$ cat src/common/qspi_flash_pkg.sv
// opcodes, FSM states, lane modes, request structs and protocol constants of the flash model
`default_nettype none

package qspi_flash_pkg;

    localparam int ADDR_BITS  = 24;
    localparam int ADDR_BYTES = 3;    // address bytes after the opcode
    localparam int PAGE_BYTES = 256;  // program wraps inside one page
    localparam int FAST_DUMMY = 8;    // dummy edges for 0B
    localparam int DUAL_DUMMY = 4;    // dummy edges for 3B

    localparam logic [23:0] JEDEC_ID = 24'hC2_2017;  // manufacturer, type, capacity

    // offset bits inside a page
    localparam logic [ADDR_BITS-1:0] PAGE_MASK = ADDR_BITS'(PAGE_BYTES - 1);

    typedef enum logic [7:0] {
        CMD_RDID      = 8'h9F,
        CMD_RDSR      = 8'h05,
        CMD_WREN      = 8'h06,
        CMD_WRDI      = 8'h04,
        CMD_READ      = 8'h03,
        CMD_FAST_READ = 8'h0B,
        CMD_DUAL_READ = 8'h3B,  // 1-1-2
        CMD_PP        = 8'h02,
        CMD_QPP       = 8'h32,  // 1-1-4
        CMD_SE        = 8'h20
    } opcode_e;

    typedef enum logic [2:0] {
        ST_CMD,
        ST_ADDR,
        ST_DUMMY,
        ST_READ,
        ST_PROGRAM,
        ST_ID,
        ST_STATUS,
        ST_DONE     // wait here until cs_n rises
    } fsm_state_e;

    typedef enum logic [1:0] {
        LANE_X1,
        LANE_X2,
        LANE_X4
    } lane_mode_e;

    // single byte write into the array
    typedef struct packed {
        logic                 valid;
        logic [ADDR_BITS-1:0] addr;
        logic [7:0]           data;
    } mem_write_t;

    typedef struct packed {
        logic wip;
        logic wel;
    } status_t;

    // one-cycle pulses from the command FSM
    typedef struct packed {
        logic                 byte_written;
        logic                 erase_start;
        logic [ADDR_BITS-1:0] erase_addr;
    } prog_req_t;

endpackage

`default_nettype wire

$ cat src/protocol/qspi_lane_shifter.sv
// x1/x2/x4 byte shifter: serial-in and serial-out registers, bit counter and byte-done strobe
`default_nettype none

module qspi_lane_shifter (
    input  logic                       qspi_sclk,
    input  logic                       qspi_cs_n,
    input  qspi_flash_pkg::lane_mode_e lanes,
    input  logic                       clear,
    input  logic                       load,
    input  logic [7:0]                 load_byte,
    input  logic [3:0]                 pad_in,
    output logic [3:0]                 pad_out,
    output logic [7:0]                 in_byte,
    output logic                       byte_done
);
    import qspi_flash_pkg::*;

    logic [7:0] in_sr;
    logic [7:0] out_sr;
    logic [2:0] bit_cnt;
    logic [2:0] next_cnt;
    logic [2:0] step;       // bits per edge

    always_comb begin
        case (lanes)
            LANE_X2: begin
                step    = 3'd2;
                in_byte = {in_sr[5:0], pad_in[1:0]};
                pad_out = {2'b00, out_sr[7:6]};  // IO1 carries the higher bit
            end
            LANE_X4: begin
                step    = 3'd4;
                in_byte = {in_sr[3:0], pad_in};
                pad_out = out_sr[7:4];
            end
            default: begin
                step    = 3'd1;
                in_byte = {in_sr[6:0], pad_in[0]};  // SI on IO0
                pad_out = {2'b00, out_sr[7], 1'b0}; // SO on IO1
            end
        endcase
    end

    // counter wraps to zero on the edge that completes a byte
    assign next_cnt  = bit_cnt + step;
    assign byte_done = (next_cnt == 3'd0);

    always_ff @(posedge qspi_sclk or posedge qspi_cs_n) begin
        if (qspi_cs_n) begin
            bit_cnt <= 3'd0;
            in_sr   <= 8'h00;
            out_sr  <= 8'h00;
        end else begin
            in_sr   <= in_byte;
            bit_cnt <= (clear || load) ? 3'd0 : next_cnt;
            if (load) begin
                out_sr <= load_byte;  // no gap between streamed bytes
            end else begin
                out_sr <= out_sr << step;
            end
        end
    end

    // lane width may only change on a byte boundary
    a_lanes_stable: assert property (@(posedge qspi_sclk) disable iff (qspi_cs_n)
        (bit_cnt != 3'd0) |-> $stable(lanes))
        else $error("lane mode changed in the middle of a byte");

endmodule

`default_nettype wire

$ cat config.mk
export PLATFORM = sky130hd
export DESIGN_NAME = qspi_lane_shifter
export DESIGN_NICKNAME = d
export VERILOG_FILES = /design/src/common/qspi_flash_pkg.sv /design/src/protocol/qspi_lane_shifter.sv
export SDC_FILE = /design/constraint.sdc
export NUM_CORES = 1
export LEC_CHECK = 0
export ABC_AREA = 1
export CORE_ASPECT_RATIO = 1.5
export CORE_MARGIN = 8
export CORE_UTILIZATION = 35
export DETAILED_ROUTE_END_ITERATION = 10
export DONT_BUFFER_PORTS = 1
export SYNTH_ARGS = -nofsm -noshare
export SYNTH_HDL_FRONTEND = slang
export SYNTH_SLANG_ARGS = --single-unit
$ cat constraint.sdc
create_clock -name qspi_sclk -period 1.5 [get_ports qspi_sclk]
set_input_delay 0.075 -clock qspi_sclk [delete_from_list [all_inputs] [get_ports qspi_sclk]]
set_output_delay 0.075 -clock qspi_sclk [all_outputs]
set_load 0.1 [all_outputs]
# --- After elaboration in Yosys (flattened, before gate mapping) ---
# Index checks and enable logic that the tools add are counted.
word_totals:
  output_inout_bits: 13
  ram_bits: 0
  mem_count: 0
  register_bits: 18
  input_bits: 18
  mem_bits_ro: 0
  latchBits: 0
classes:
  reduce_logical: 2
  add_sub_neg: 1
  magnitude_cmp: 0
  div_mod_pow: 0
  n_mul: 0
  eq_ne: 2
  shifts: 1
  muxes: 5
  n_bitwise: 0
op_table:
  columns: ["operator", "n"]
  rows:
  - ["$pmux W8 S2", 1]
  - ["$mux W8", 1]
  - ["$pmux W4 S2", 1]
  - ["$shl A8 B3 Y8", 1]
  - ["$pmux W3 S2", 1]
  - ["$add A3 B3 Y3", 1]
  - ["$logic_not A3 Y1", 1]
  - ["$mux W3", 1]
  - ["$eq A2 B1 Y1 const B", 1]
  - ["$eq A2 B2 Y1 const B", 1]
  - ["$logic_or A1 B1 Y1", 1]

# --- Logic depth before layout (Yosys ltp) ---
# Gate-level depths: netlist (run 1).
depth:
  depth_word: 4
  ltp_mapped: 11

# --- Least setup slack after synthesis (run 1) ---
# No wires, ideal clock.
synth_timing:
  kind: "input port to flip-flop"
  from: "input port lanes[0]"
  to: "register in_sr[4]"
  n_path_buf: 1
  cell_stages: 5
  arrival_ps: 2922
  path_slack_ps: -1775
  cell_sequence: "inv_1 ha_1 inv_2 buf_4 o21ai_0"
synth_between:
  elab_chain_cells: 2
  elab_cells_between_ends: 3
synth_lines:
  columns: ["item", "line", "text"]
  rows:
  - ["start, declared", "qspi_lane_shifter.sv:7", "input qspi_flash_pkg::lane_mode_e lanes,"]
  - ["$eq A2 B2 Y1 / $eq A2 B1 Y1 (equally long branches)", "qspi_lane_shifter.sv:25", "case (lanes)"]
  - ["$pmux W8 S2 (*)", "qspi_lane_shifter.sv:25", null]
  - ["via in_byte[4]", "qspi_lane_shifter.sv:13", "output logic [7:0] in_byte,"]
  - ["end signal, assigned", "qspi_lane_shifter.sv:54", "in_sr <= in_byte;"]
  - ["end, declared", "qspi_lane_shifter.sv:18", "logic [7:0] in_sr;"]
# The timed path passes the listed nets; every way through them passes the cells marked *.

# --- Worst setup path after layout (run 1) ---
layout_timing:
  from: "register bit_cnt[0]"
  to: "output port byte_done"
layout_between:
  elab_chain_cells: 2
layout_lines:
  columns: ["item", "line", "text"]
  rows:
  - ["start, declared", "qspi_lane_shifter.sv:20", "logic [2:0] bit_cnt;"]
  - ["start signal, assigned", "qspi_lane_shifter.sv:55", "bit_cnt <= (clear || load) ? 3'd0 : next_cnt;"]
  - ["$add A3 B3 Y3", "qspi_lane_shifter.sv:45", "assign next_cnt = bit_cnt + step;"]
  - ["$logic_not A3 Y1", "qspi_lane_shifter.sv:46", "assign byte_done = (next_cnt == 3'd0);"]
  - ["end, declared", "qspi_lane_shifter.sv:14", "output logic byte_done"]
# No other way between the ends.

==> reports/summary.md, run 1 <==
## Critical path
* output pin — Worst Setup End Kind
* register — startpoint class of the critical path
* 1870 ps — arrival time at the worst endpoint
* 8 — Reg2Reg Depth
* bit_cnt[2] — reg2reg end
* ha_1, inv_1, fa_2, xnor2_2, xor2_1, nand2_1, nor2_4, buf_12 — cells along the critical path
* fa_2 — Max stage delay cell, worst path
* 2 — highest net fanout along the worst path
* adder cells — crit-path leading delay family
* -60 ps — register-to-register path setup slack
* 350 ps — crit-path max cell delay
* 1420 ps — CP Data Required Time
* bit_cnt[0] — startpoint of the worst-slack reg-to-reg timing path
* 2 — buffers and inverters on the worst path
* reg2out — classification of the worst setup path

## Pwr
* 725 uW — switching power summed over all nets
* 0.824 nW — cell leakage power
* 1050 nW/um^2 — total power per unit cell area
* 0.324 — sequential share of power
* 0.195 — part of the power in the clock network
* 0.416 — switching fraction of total power
* 1.02 mW — cell-internal power
* 1.74 mW — post-layout total power
* 0.481 — part of the power in combinational logic
* 623 uV — worst vdd rail ir drop

## Synthesis
* 0 — number of synthesized flops with an enable pin
* 7.58 sq um — Syn Area/Cell
* 0.393 — portion of the post-synthesis area used by sequential elements
* nand2_1 — cell with the most instances after synthesis
* dfrtp_1 — dominant register cell in the synthesized netlist
* 0 — Synth warnings
* 1140 sq um — synthesized area
* 151 — Syn Inst Count
* 40 x nand2_1, 22 x inv_1, 21 x nand3_1, 18 x dfrtp_1, 10 x nor2_1 — top post-synthesis cells by count
* 18 — number of synthesized register bits
* 175 — number of nets produced by synthesis
* 0.393 — proportion of netlist area held by the largest area contributor
* 25 — number of distinct library cells after synthesis
* dfrtp_1 — dominant cell type by area after synthesis
* 1.00 — share of async-settable or async-resettable flops after synthesis
* dfrtp_1 39%, nand2_1 13%, nand3_1 9.2% — cell types occupying the most area after synthesis

## Place
* 0.902 — final RePlAce weighted congestion
* 1530 sq um — area of placed instances
* 2380 um — placed wire-length estimate
* 0 — number of input and output port buffers inserted
* -255 ps — worst slack, placed

## Final layout
* 0 — Antenna Diode Count
* 0.530 — Final Util
* 44.9% — layout overhead on the synthesized area
* 1660 sq um — final design area excluding fillers
* 0.243 — fraction of final layout cells sized beyond drive strength 1
* 203 — number of nets in the final layout

## Timing
* -440 ps — worst path setup slack after routing
* 515 MHz — achievable frequency
* 0 — Hold Vio Cnt, Final
* 0 — number of max-slew violations in the final report
* 695 ps — transition time of the tightest slew-check pin
* 1.29 — final clock period utilization by the worst path
* 4.54 ps — final-layout worst hold slack
* 2 — Setup violations, final
* true — unrepaired setup endpoints after global routing
* 2.97 ps — final clock skew
* 0.536 — worst-case headroom to the max-slew limit
* 1940 ps — final critical delay including setup and external delays

## Clock network
* 18 — Clock Sinks
* clkbuf_8 — root buffer cell
* built — TritonCTS clock tree
* 1 — H-tree level count
* 260 ps — Clk Latency, worst-skew pair
* 2 — Clock Tree Buf Depth
* 60 ps — register clock-pin slew on the reported worst setup and hold paths
* 3 — number of buffers created by CTS
* 0 — post-cts sizing count

## Global routing
* 0 — initial antenna violation count
* 1167 — vias in the first global route
* 0 — overflow left after global routing
* 0.120 — total routing usage reported by global routing
* 5310 um — global-route wire length before repair
* 19 — largest net degree at the start of global routing

## Hold path
* bit_cnt[0] — Endpoint, Worst Hold
* clear — Hold Path Origin
* 2 — hold path depth
* in2reg — HP Class

## Floorplan
* 31 — top-level I/O count
* 86.0 um — die extent in y
* 5390 sq um — Die Footprint
* 3130 sq um — core region area
* 0.366 — initial cell density of the core
* 62.7 um — DIE WIDTH
* 25 — floorplan row count

## Routing
* 30 — number of violations reported at the end of detailed-routing iteration 0
* 13.7 um — Routed wire per std cell
* 0 — DRT antenna net count
* 2980 um — final routed wirelength across all metal layers
* 5.07 — vias per cell
* 0 — detailed-route DRC error count
* 1101 — total number of vias
* 4 — router iterations before antenna repair

## Flow run
* 0 — max-capacitance violation count

## Run status
* finished, violations left — outcome
* setup timing — violated checks

==> routing by layer <==
layer  vias to the layer above  part of all wire  wire length, um  track usage
met2                        39              0.56             1660        0.233
li1                        540                 -                -            -
met4                         0             0.018               53       0.0521
met1                       517              0.38             1130        0.118
met3                         5             0.046              136       0.0235
met5                         -                 0                0            0
==> what timing repair did <==
item	CTS	global route
hold buffers	8	0
buffers inserted	1	0
endpoints found under the hold margin	24	0
setup endpoints to repair	2	2
pin swaps	3	0
==> cells in the final DEF, fill, tap and decap left out, types with 3 or more instances in the layout <==
master and count:
nand2_1 40, a21oi_1 5, dfrtp_1 18, nand3_1 21, nor2_1 9, ha_1 4, buf_4 11, inv_1 21
buf_12 7, clkbuf_8 3, o211ai_1 4, o21ai_2 3, dlygate4sd3_1 8
==> power groups by stage <==
stage / Combinational (mW) / Sequential (mW) / Clock, mW
after global routing: 0.889 / 0.570 / 0.361
after CTS: 0.844 / 0.565 / 0.345
after detailed placement: 0.819 / 0.574 / 0
after global placement: 0.809 / 0.573 / 0
after floorplan: 0.566 / 0.566 / 0
final: 0.837 / 0.564 / 0.340
==> worst reg2reg max path: stages, from the launching register on <==
cell and delay (ps):
dfrtp_1 330, ha_1 130, inv_1 40, fa_2 350, xnor2_2 140, xor2_1 170, buf_4 140, buf_4 120
nor2_1 70
==> cell families (layout without fill, tap and decap cells) <==
kind of cell	Yosys count	count (layout)	share of synthesized area
flops	18	18	0.393
buf+inv	30	56	0.127
simple gates	76	76	0.291
fa+ha+maj	6	6	0.0721
xor+xnor	2	2	0.0153
compound gates	19	19	0.102
==> through the flow <==
step	setup TNS, ps	cells
after floorplan	-7760	151
after global placement	-251	205
after detailed placement	-274	205
after CTS	-518	217
after global routing	-677	217
final	-497	217
==> final cells by class <==
cell class,count,area (sq um)
Sequential cell,18,450
Multi-Input combinational cell,103,629
Fill cell,299,1470
Timing Repair Buffer,29,383
Clock buffer,3,41.3
Tap cell,40,50.0
Inverter,24,105
==> flip-flops by register name, indices dropped and copies added (netlist names) <==
name and cells:
out_sr 8, bit_cnt 3, in_sr 7
==> worst max path at each step <==
stage               startpoint   endpoint  slack, ps  depth (start not counted)
floorplan             lanes[1]   in_sr[3]       -910                          5
global placement      lanes[0]  byte_done       -250                         10
detailed placement    lanes[0]  byte_done       -250                         10
CTS                 bit_cnt[0]  byte_done       -450                          8
global route        bit_cnt[0]  byte_done       -550                          8
finish              bit_cnt[0]  byte_done       -440                          8
No activity file was read; power rests on OpenSTA's default activity.
==> run 2, diff against run 1 <==
--- a/config.mk
+++ b/config.mk
@@ -11,6 +11,7 @@
 export CORE_UTILIZATION = 35
 export DETAILED_ROUTE_END_ITERATION = 10
 export DONT_BUFFER_PORTS = 1
+export MAX_ROUTING_LAYER = met4
 export SYNTH_ARGS = -nofsm -noshare
 export SYNTH_HDL_FRONTEND = slang
 export SYNTH_SLANG_ARGS = --single-unit
==> reports/summary.md, run 2 (same netlist as run 1, synthesis figures left out) <==
## Timing
* 0 — number of max-slew violations in the final report, unchanged
* -506 ps — Total Negative Setup Slacks, was -497 ps
* 1.30 — final clock period utilization by the worst path, was 1.29
* true — unrepaired setup endpoints after global routing, unchanged
* 699 ps — transition time of the tightest slew-check pin, was 695 ps
* 2 — Setup violations, final, unchanged
* 3.17 ps — final clock skew, was 2.97 ps
* 1950 ps — final critical delay including setup and external delays, was 1940 ps
* 513 MHz — achievable frequency, was 515 MHz
* 0 — Hold Vio Cnt, Final, unchanged
* -450 ps — worst path setup slack after routing, was -440 ps
* 0.533 — worst-case headroom to the max-slew limit, was 0.536

## Pwr
* 1050 nW/um^2 — total power per unit cell area, about the same
* 1.02 mW — cell-internal power, about the same
* 0.824 nW — cell leakage power, unchanged
* 725 uW — switching power summed over all nets, about the same
* 1.74 mW — post-layout total power, about the same
* 0.480 — part of the power in combinational logic, was 0.481
* 0.416 — switching fraction of total power, about the same
* 626 uV — worst vdd rail ir drop, was 623 uV
* 0.195 — part of the power in the clock network, about the same
* 0.324 — sequential share of power, about the same

## Clock network
* 1 — H-tree level count, unchanged
* clkbuf_8 — root buffer cell, unchanged
* built — TritonCTS clock tree, unchanged
* 60 ps — register clock-pin slew on the reported worst setup and hold paths, about the same
* 260 ps — Clk Latency, worst-skew pair, about the same
* 2 — Clock Tree Buf Depth, unchanged
* 18 — Clock Sinks, unchanged
* 3 — number of buffers created by CTS, unchanged
* 0 — post-cts sizing count, unchanged

## Routing
* 0 — detailed-route DRC error count, unchanged
* 5.06 — vias per cell, was 5.07
* 0 — DRT antenna net count, unchanged
* 4 — router iterations before antenna repair, unchanged
* 120 um — metal3 WL, was 136 um
* 13.7 um — Routed wire per std cell, about the same
* 47 — number of violations reported at the end of detailed-routing iteration 0, was 30
* 2970 um — final routed wirelength across all metal layers, was 2980 um
* met4 — highest metal layer used by the detailed router, unchanged
* 1099 — total number of vias, was 1101
* 1130 um — met1 wire length, about the same
* 1690 um — wire length on met2, was 1660 um

## Run status
* finished, violations left — outcome, unchanged
* setup timing — violated checks, unchanged

## Final layout
* out_sr — register with the highest flop count, unchanged
* 203 — number of nets in the final layout, unchanged
* 8 — Largest register FFs, unchanged
* 0.243 — fraction of final layout cells sized beyond drive strength 1, unchanged
* 40 x nand2_1, 21 x inv_1, 21 x nand3_1, 18 x dfrtp_1, 11 x buf_4 — commonest non-fill, non-tap cells in the layout, unchanged
* 44.9% — layout overhead on the synthesized area, unchanged
* 299 — number of fill cells, unchanged
* 1660 sq um — final design area excluding fillers, unchanged
* out_sr (8), in_sr (7), bit_cnt (3) — largest registers, unchanged
* nand2_1 — most common cell after layout, fill and taps aside, unchanged
* 217 — fin cells, unchanged
* 0 — Antenna Diode Count, unchanged

## Floorplan
* 25 — floorplan row count, unchanged
* 3130 sq um — core region area, unchanged
* 31 — top-level I/O count, unchanged
* 62.7 um — DIE WIDTH, unchanged
* 0.366 — initial cell density of the core, unchanged
* 5390 sq um — Die Footprint, unchanged
* 86.0 um — die extent in y, unchanged

## Place
* 1530 sq um — area of placed instances, unchanged
* 2380 um — placed wire-length estimate, unchanged
* 0.917 — final RePlAce weighted congestion, was 0.902
* 205 — Placed Cells, unchanged
* -255 ps — worst slack, placed, unchanged
* 0 — number of input and output port buffers inserted, unchanged

## Critical path
* 2 — highest net fanout along the worst path, unchanged
* reg2out — classification of the worst setup path, unchanged
* output pin — Worst Setup End Kind, unchanged
* register — startpoint class of the critical path, unchanged
* 1420 ps — CP Data Required Time, about the same
* 1870 ps — arrival time at the worst endpoint, about the same

## Flow run
* 0 — max-capacitance violation count, unchanged

## Global routing
* 0.126 — total routing usage reported by global routing, was 0.120
* 5350 um — global-route wire length before repair, was 5310 um
* 19 — largest net degree at the start of global routing, unchanged
* 1168 — vias in the first global route, was 1167
* 0 — overflow left after global routing, unchanged
* 0 — initial antenna violation count, unchanged

## Hold path
* in2reg — HP Class, unchanged

[run 2: power by group through the flow]
stage | combinational [mW] | clock (mW) | sequential (mW)
after CTS | 0.844 | 0.345 | 0.565
after global routing | 0.889 | 0.371 | 0.570
final | 0.836 | 0.340 | 0.564
after floorplan | 0.566 | 0 | 0.566
after detailed placement | 0.819 | 0 | 0.574
after global placement | 0.809 | 0 | 0.573
[run 2: final timing paths]
check / cells after the start / end / startpoint / slack (ps)
setup reg to reg: 8 / bit_cnt[2] / bit_cnt[0] / -60
hold / removal: 2 / bit_cnt[0] / clear / 1
max in group asynchronous: 2 / in_sr[6] / qspi_cs_n / 690
hold reg to reg: 4 / out_sr[7] / out_sr[7] / 590
setup / recovery: 8 / byte_done / bit_cnt[0] / -450
min in group asynchronous: 2 / out_sr[2] / qspi_cs_n / 360
[run 2: critical path, cell delays in order, from the launching register on]
cell,delay (ps)
dfrtp_1,330
ha_1,130
inv_1,40
fa_2,350
xnor2_2,140
xor2_1,200
nand2_1,120
nor2_4,120
buf_12,180
[run 2: metal layers]
metal / vias to the layer above / track usage
li1: 540 / -
met1: 522 / 0.120
met2: 34 / 0.233
met3: 3 / 0.0326
met4: 0 / 0.0521
met5: - / -
[run 2: final cells by class]
class                      count  area [sq um]  share of cell area
sequential                    18           450               0.271
tap                           40          50.0              0.0302
inverter                      24           105              0.0633
multi-input combinational    103           629               0.379
clock buffer                   3          41.3              0.0249
timing repair buffer          29           383               0.231
[run 2: through the flow]
stage          utilization  hold WS, ps
2_1_floorplan            -         13.6
3_3_place_gp         0.489          102
3_5_place_dp         0.489          107
4_1_cts              0.530         7.19
5_1_grt              0.530         2.23
6_report             0.530         1.04
[run 2: timing repair]
| item | CTS | global route |
|---|---|---|
| endpoints found under the setup margin | 2 | 2 |
| hold endpoints to repair | 24 | 0 |
| buffers inserted | 1 | 0 |
| hold buffers | 8 | 0 |
| pin swaps | 3 | 0 |
==> run 3, diff against run 2 <==
--- a/config.mk
+++ b/config.mk
@@ -6,8 +6,7 @@
 export NUM_CORES = 1
 export LEC_CHECK = 0
 export ABC_AREA = 1
-export CORE_ASPECT_RATIO = 1.5
-export CORE_MARGIN = 8
+export CORE_ASPECT_RATIO = 0.5
 export CORE_UTILIZATION = 35
 export DETAILED_ROUTE_END_ITERATION = 10
 export DONT_BUFFER_PORTS = 1
==> reports/summary.md, run 3 (same netlist as run 1, synthesis figures left out) <==
## Clock network
* built — TritonCTS clock tree, unchanged
* 3 — number of buffers created by CTS, unchanged
* 18 — Clock Sinks, unchanged
* 250 ps — Clk Latency, worst-skew pair, was 260 ps
* 60 ps — register clock-pin slew on the reported worst setup and hold paths, about the same
* 1 — H-tree level count, unchanged
* 0 — post-cts sizing count, unchanged
* clkbuf_8 — root buffer cell, unchanged
* 2 — Clock Tree Buf Depth, unchanged

## Pwr
* 0.825 nW — cell leakage power, was 0.824 nW
* 717 uV — worst vdd rail ir drop, was 626 uV
* 1030 nW/um^2 — total power per unit cell area, was 1050 nW/um^2

## Timing
* true — unrepaired setup endpoints after global routing, unchanged
* 0 — Hold Vio Cnt, Final, unchanged
* 0 — number of max-slew violations in the final report, unchanged
* 1.65 ps — final clock skew, was 3.17 ps
* 501 MHz — achievable frequency, was 513 MHz
* 0.527 — worst-case headroom to the max-slew limit, was 0.533
* -495 ps — worst path setup slack after routing, was -450 ps
* 1.33 — final clock period utilization by the worst path, was 1.30
* 1990 ps — final critical delay including setup and external delays, was 1950 ps
* 2 — Setup violations, final, unchanged
* -611 ps — Total Negative Setup Slacks, was -506 ps
* 708 ps — transition time of the tightest slew-check pin, was 699 ps

## Global routing
* 984 — vias in the first global route, was 1168
* 0 — overflow left after global routing, unchanged
* 19 — largest net degree at the start of global routing, unchanged
* 0 — initial antenna violation count, unchanged
* 4500 um — global-route wire length before repair, was 5350 um
* 0.166 — total routing usage reported by global routing, was 0.126

## Run status
* finished, violations left — outcome, unchanged
* setup timing — violated checks, unchanged

## Final layout
* 0 — Antenna Diode Count, unchanged
* 0.240 — fraction of final layout cells sized beyond drive strength 1, was 0.243
* out_sr (8), in_sr (7), bit_cnt (3) — largest registers, unchanged
* 8 — Largest register FFs, unchanged
* out_sr — register with the highest flop count, unchanged
* 45.1% — layout overhead on the synthesized area, was 44.9%
* 40 x nand2_1, 21 x inv_1, 21 x nand3_1, 18 x dfrtp_1, 12 x buf_4 — commonest non-fill, non-tap cells in the layout, was 40 x nand2_1, 21 x inv_1, 21 x nand3_1, 18 x dfrtp_1, 11 x buf_4
* nand2_1 — most common cell after layout, fill and taps aside, unchanged
* 205 — number of nets in the final layout, was 203

## Routing
* 11.9 um — Routed wire per std cell, was 13.7 um
* 1072 — total number of vias, was 1099
* 2600 um — final routed wirelength across all metal layers, was 2970 um
* 0 — DRT antenna net count, unchanged
* 4.89 — vias per cell, was 5.06
* 4 — router iterations before antenna repair, unchanged
* 40 — number of violations reported at the end of detailed-routing iteration 0, was 47
* 0 — detailed-route DRC error count, unchanged

## Critical path
* output pin — Worst Setup End Kind, unchanged
* register — startpoint class of the critical path, unchanged
* adder cells — crit-path leading delay family, unchanged
* 1920 ps — arrival time at the worst endpoint, was 1870 ps
* reg2out — classification of the worst setup path, unchanged
* 1420 ps — CP Data Required Time, about the same
* -120 ps — register-to-register path setup slack, was -60 ps
* 350 ps — crit-path max cell delay, about the same
* bit_cnt[2] — reg2reg end, unchanged
* fa_2 — Max stage delay cell, worst path, unchanged
* 2 — highest net fanout along the worst path, unchanged
* bit_cnt[0] — startpoint of the worst-slack reg-to-reg timing path, unchanged
* 2 — buffers and inverters on the worst path, unchanged
* 8 — Reg2Reg Depth, unchanged
* ha_1, inv_1, fa_2, xnor2_2, xor2_1, nand2_1, nor2_4, buf_12 — cells along the critical path, unchanged

## Floorplan
* 31 — top-level I/O count, unchanged
* 42.4 um — die extent in y, was 86.0 um
* 0.373 — initial cell density of the core, was 0.366
* 14 — floorplan row count, was 25
* 3070 sq um — core region area, was 3130 sq um
* 3520 sq um — Die Footprint, was 5390 sq um
* 82.9 um — DIE WIDTH, was 62.7 um

## Place
* 0 — number of input and output port buffers inserted, unchanged
* -249 ps — worst slack, placed, was -255 ps
* 1900 um — placed wire-length estimate, was 2380 um
* 0.831 — final RePlAce weighted congestion, was 0.917

## Hold path
* out_sr[4] — Endpoint, Worst Hold, was bit_cnt[0]
* in2reg — HP Class, unchanged
* 3 — hold path depth, was 2
* load — Hold Path Origin, was clear

## Flow run
* 0 — max-capacitance violation count, unchanged

[run 3: changes by cell type in the layout (fill, tap and decap cells not counted), sizes merged]
cell and change:
buf -2, clkbuf +2, dlygate4sd3 +2
[run 3: how the worst max path moves through the flow]
stage               start  cells past startpoint   endpoint  slack (ps)
4_1_cts        bit_cnt[0]                      8  byte_done        -460
2_1_floorplan    lanes[1]                      5   in_sr[3]        -910
6_report       bit_cnt[0]                      8  byte_done        -490
5_1_grt        bit_cnt[0]                      8  byte_done        -630
3_5_place_dp     lanes[0]                     10  byte_done        -250
3_3_place_gp     lanes[0]                     10  byte_done        -240
[run 3: tightest hold or removal path, delay by kind of cell]
kind,cells,cell delay [ps]
buf+inv,1,30
simple gates,1,80
compound gates,1,50
[run 3: power by group]
| group | switching, mW | internal [mW] |
|---|---|---|
| sequential | 0.0287 | 0.535 |
| combinational | 0.524 | 0.290 |
| clock | 0.154 | 0.178 |
[run 3: timing repair]
action,in CTS,in global routing
setup buffers,1,1
pin swaps,3,1
setup endpoints to repair,1,2
gates cloned,0,0
hold buffers,10,0
endpoints found under the hold margin,28,0
[run 3: area by class of cell]
class,count,area [sq um]
repair buffers,31,385
fillers,261,1400
multi-input cells,103,629
flip-flops and latches,18,450
well taps,40,50.0
clock buffers,3,41.3
inverters,24,105
[run 3: layer usage]
metal  part of all wire  wire, um  GRT usage
met5                  0         0          -
met4             0.0023         6     0.0345
met3              0.046       119     0.0394
met2               0.47      1230      0.277
met1               0.48      1240      0.208
[run 3: metrics by stage]
| stage | total power [mW] | instances | hold slack, ps | utilization | area, sq um |
|---|---|---|---|---|---|
| after floorplan | 1.13 | 151 | 13.6 | - | 1220 |
| after global placement | 1.35 | 204 | 107 | 0.491 | 1510 |
| after detailed placement | 1.35 | 204 | 107 | 0.491 | 1510 |
| after CTS | 1.72 | 218 | 12.5 | 0.540 | 1650 |
| after global routing | 1.80 | 219 | 17.2 | 0.542 | 1660 |
| final | 1.71 | 219 | 20.3 | 0.542 | 1660 |
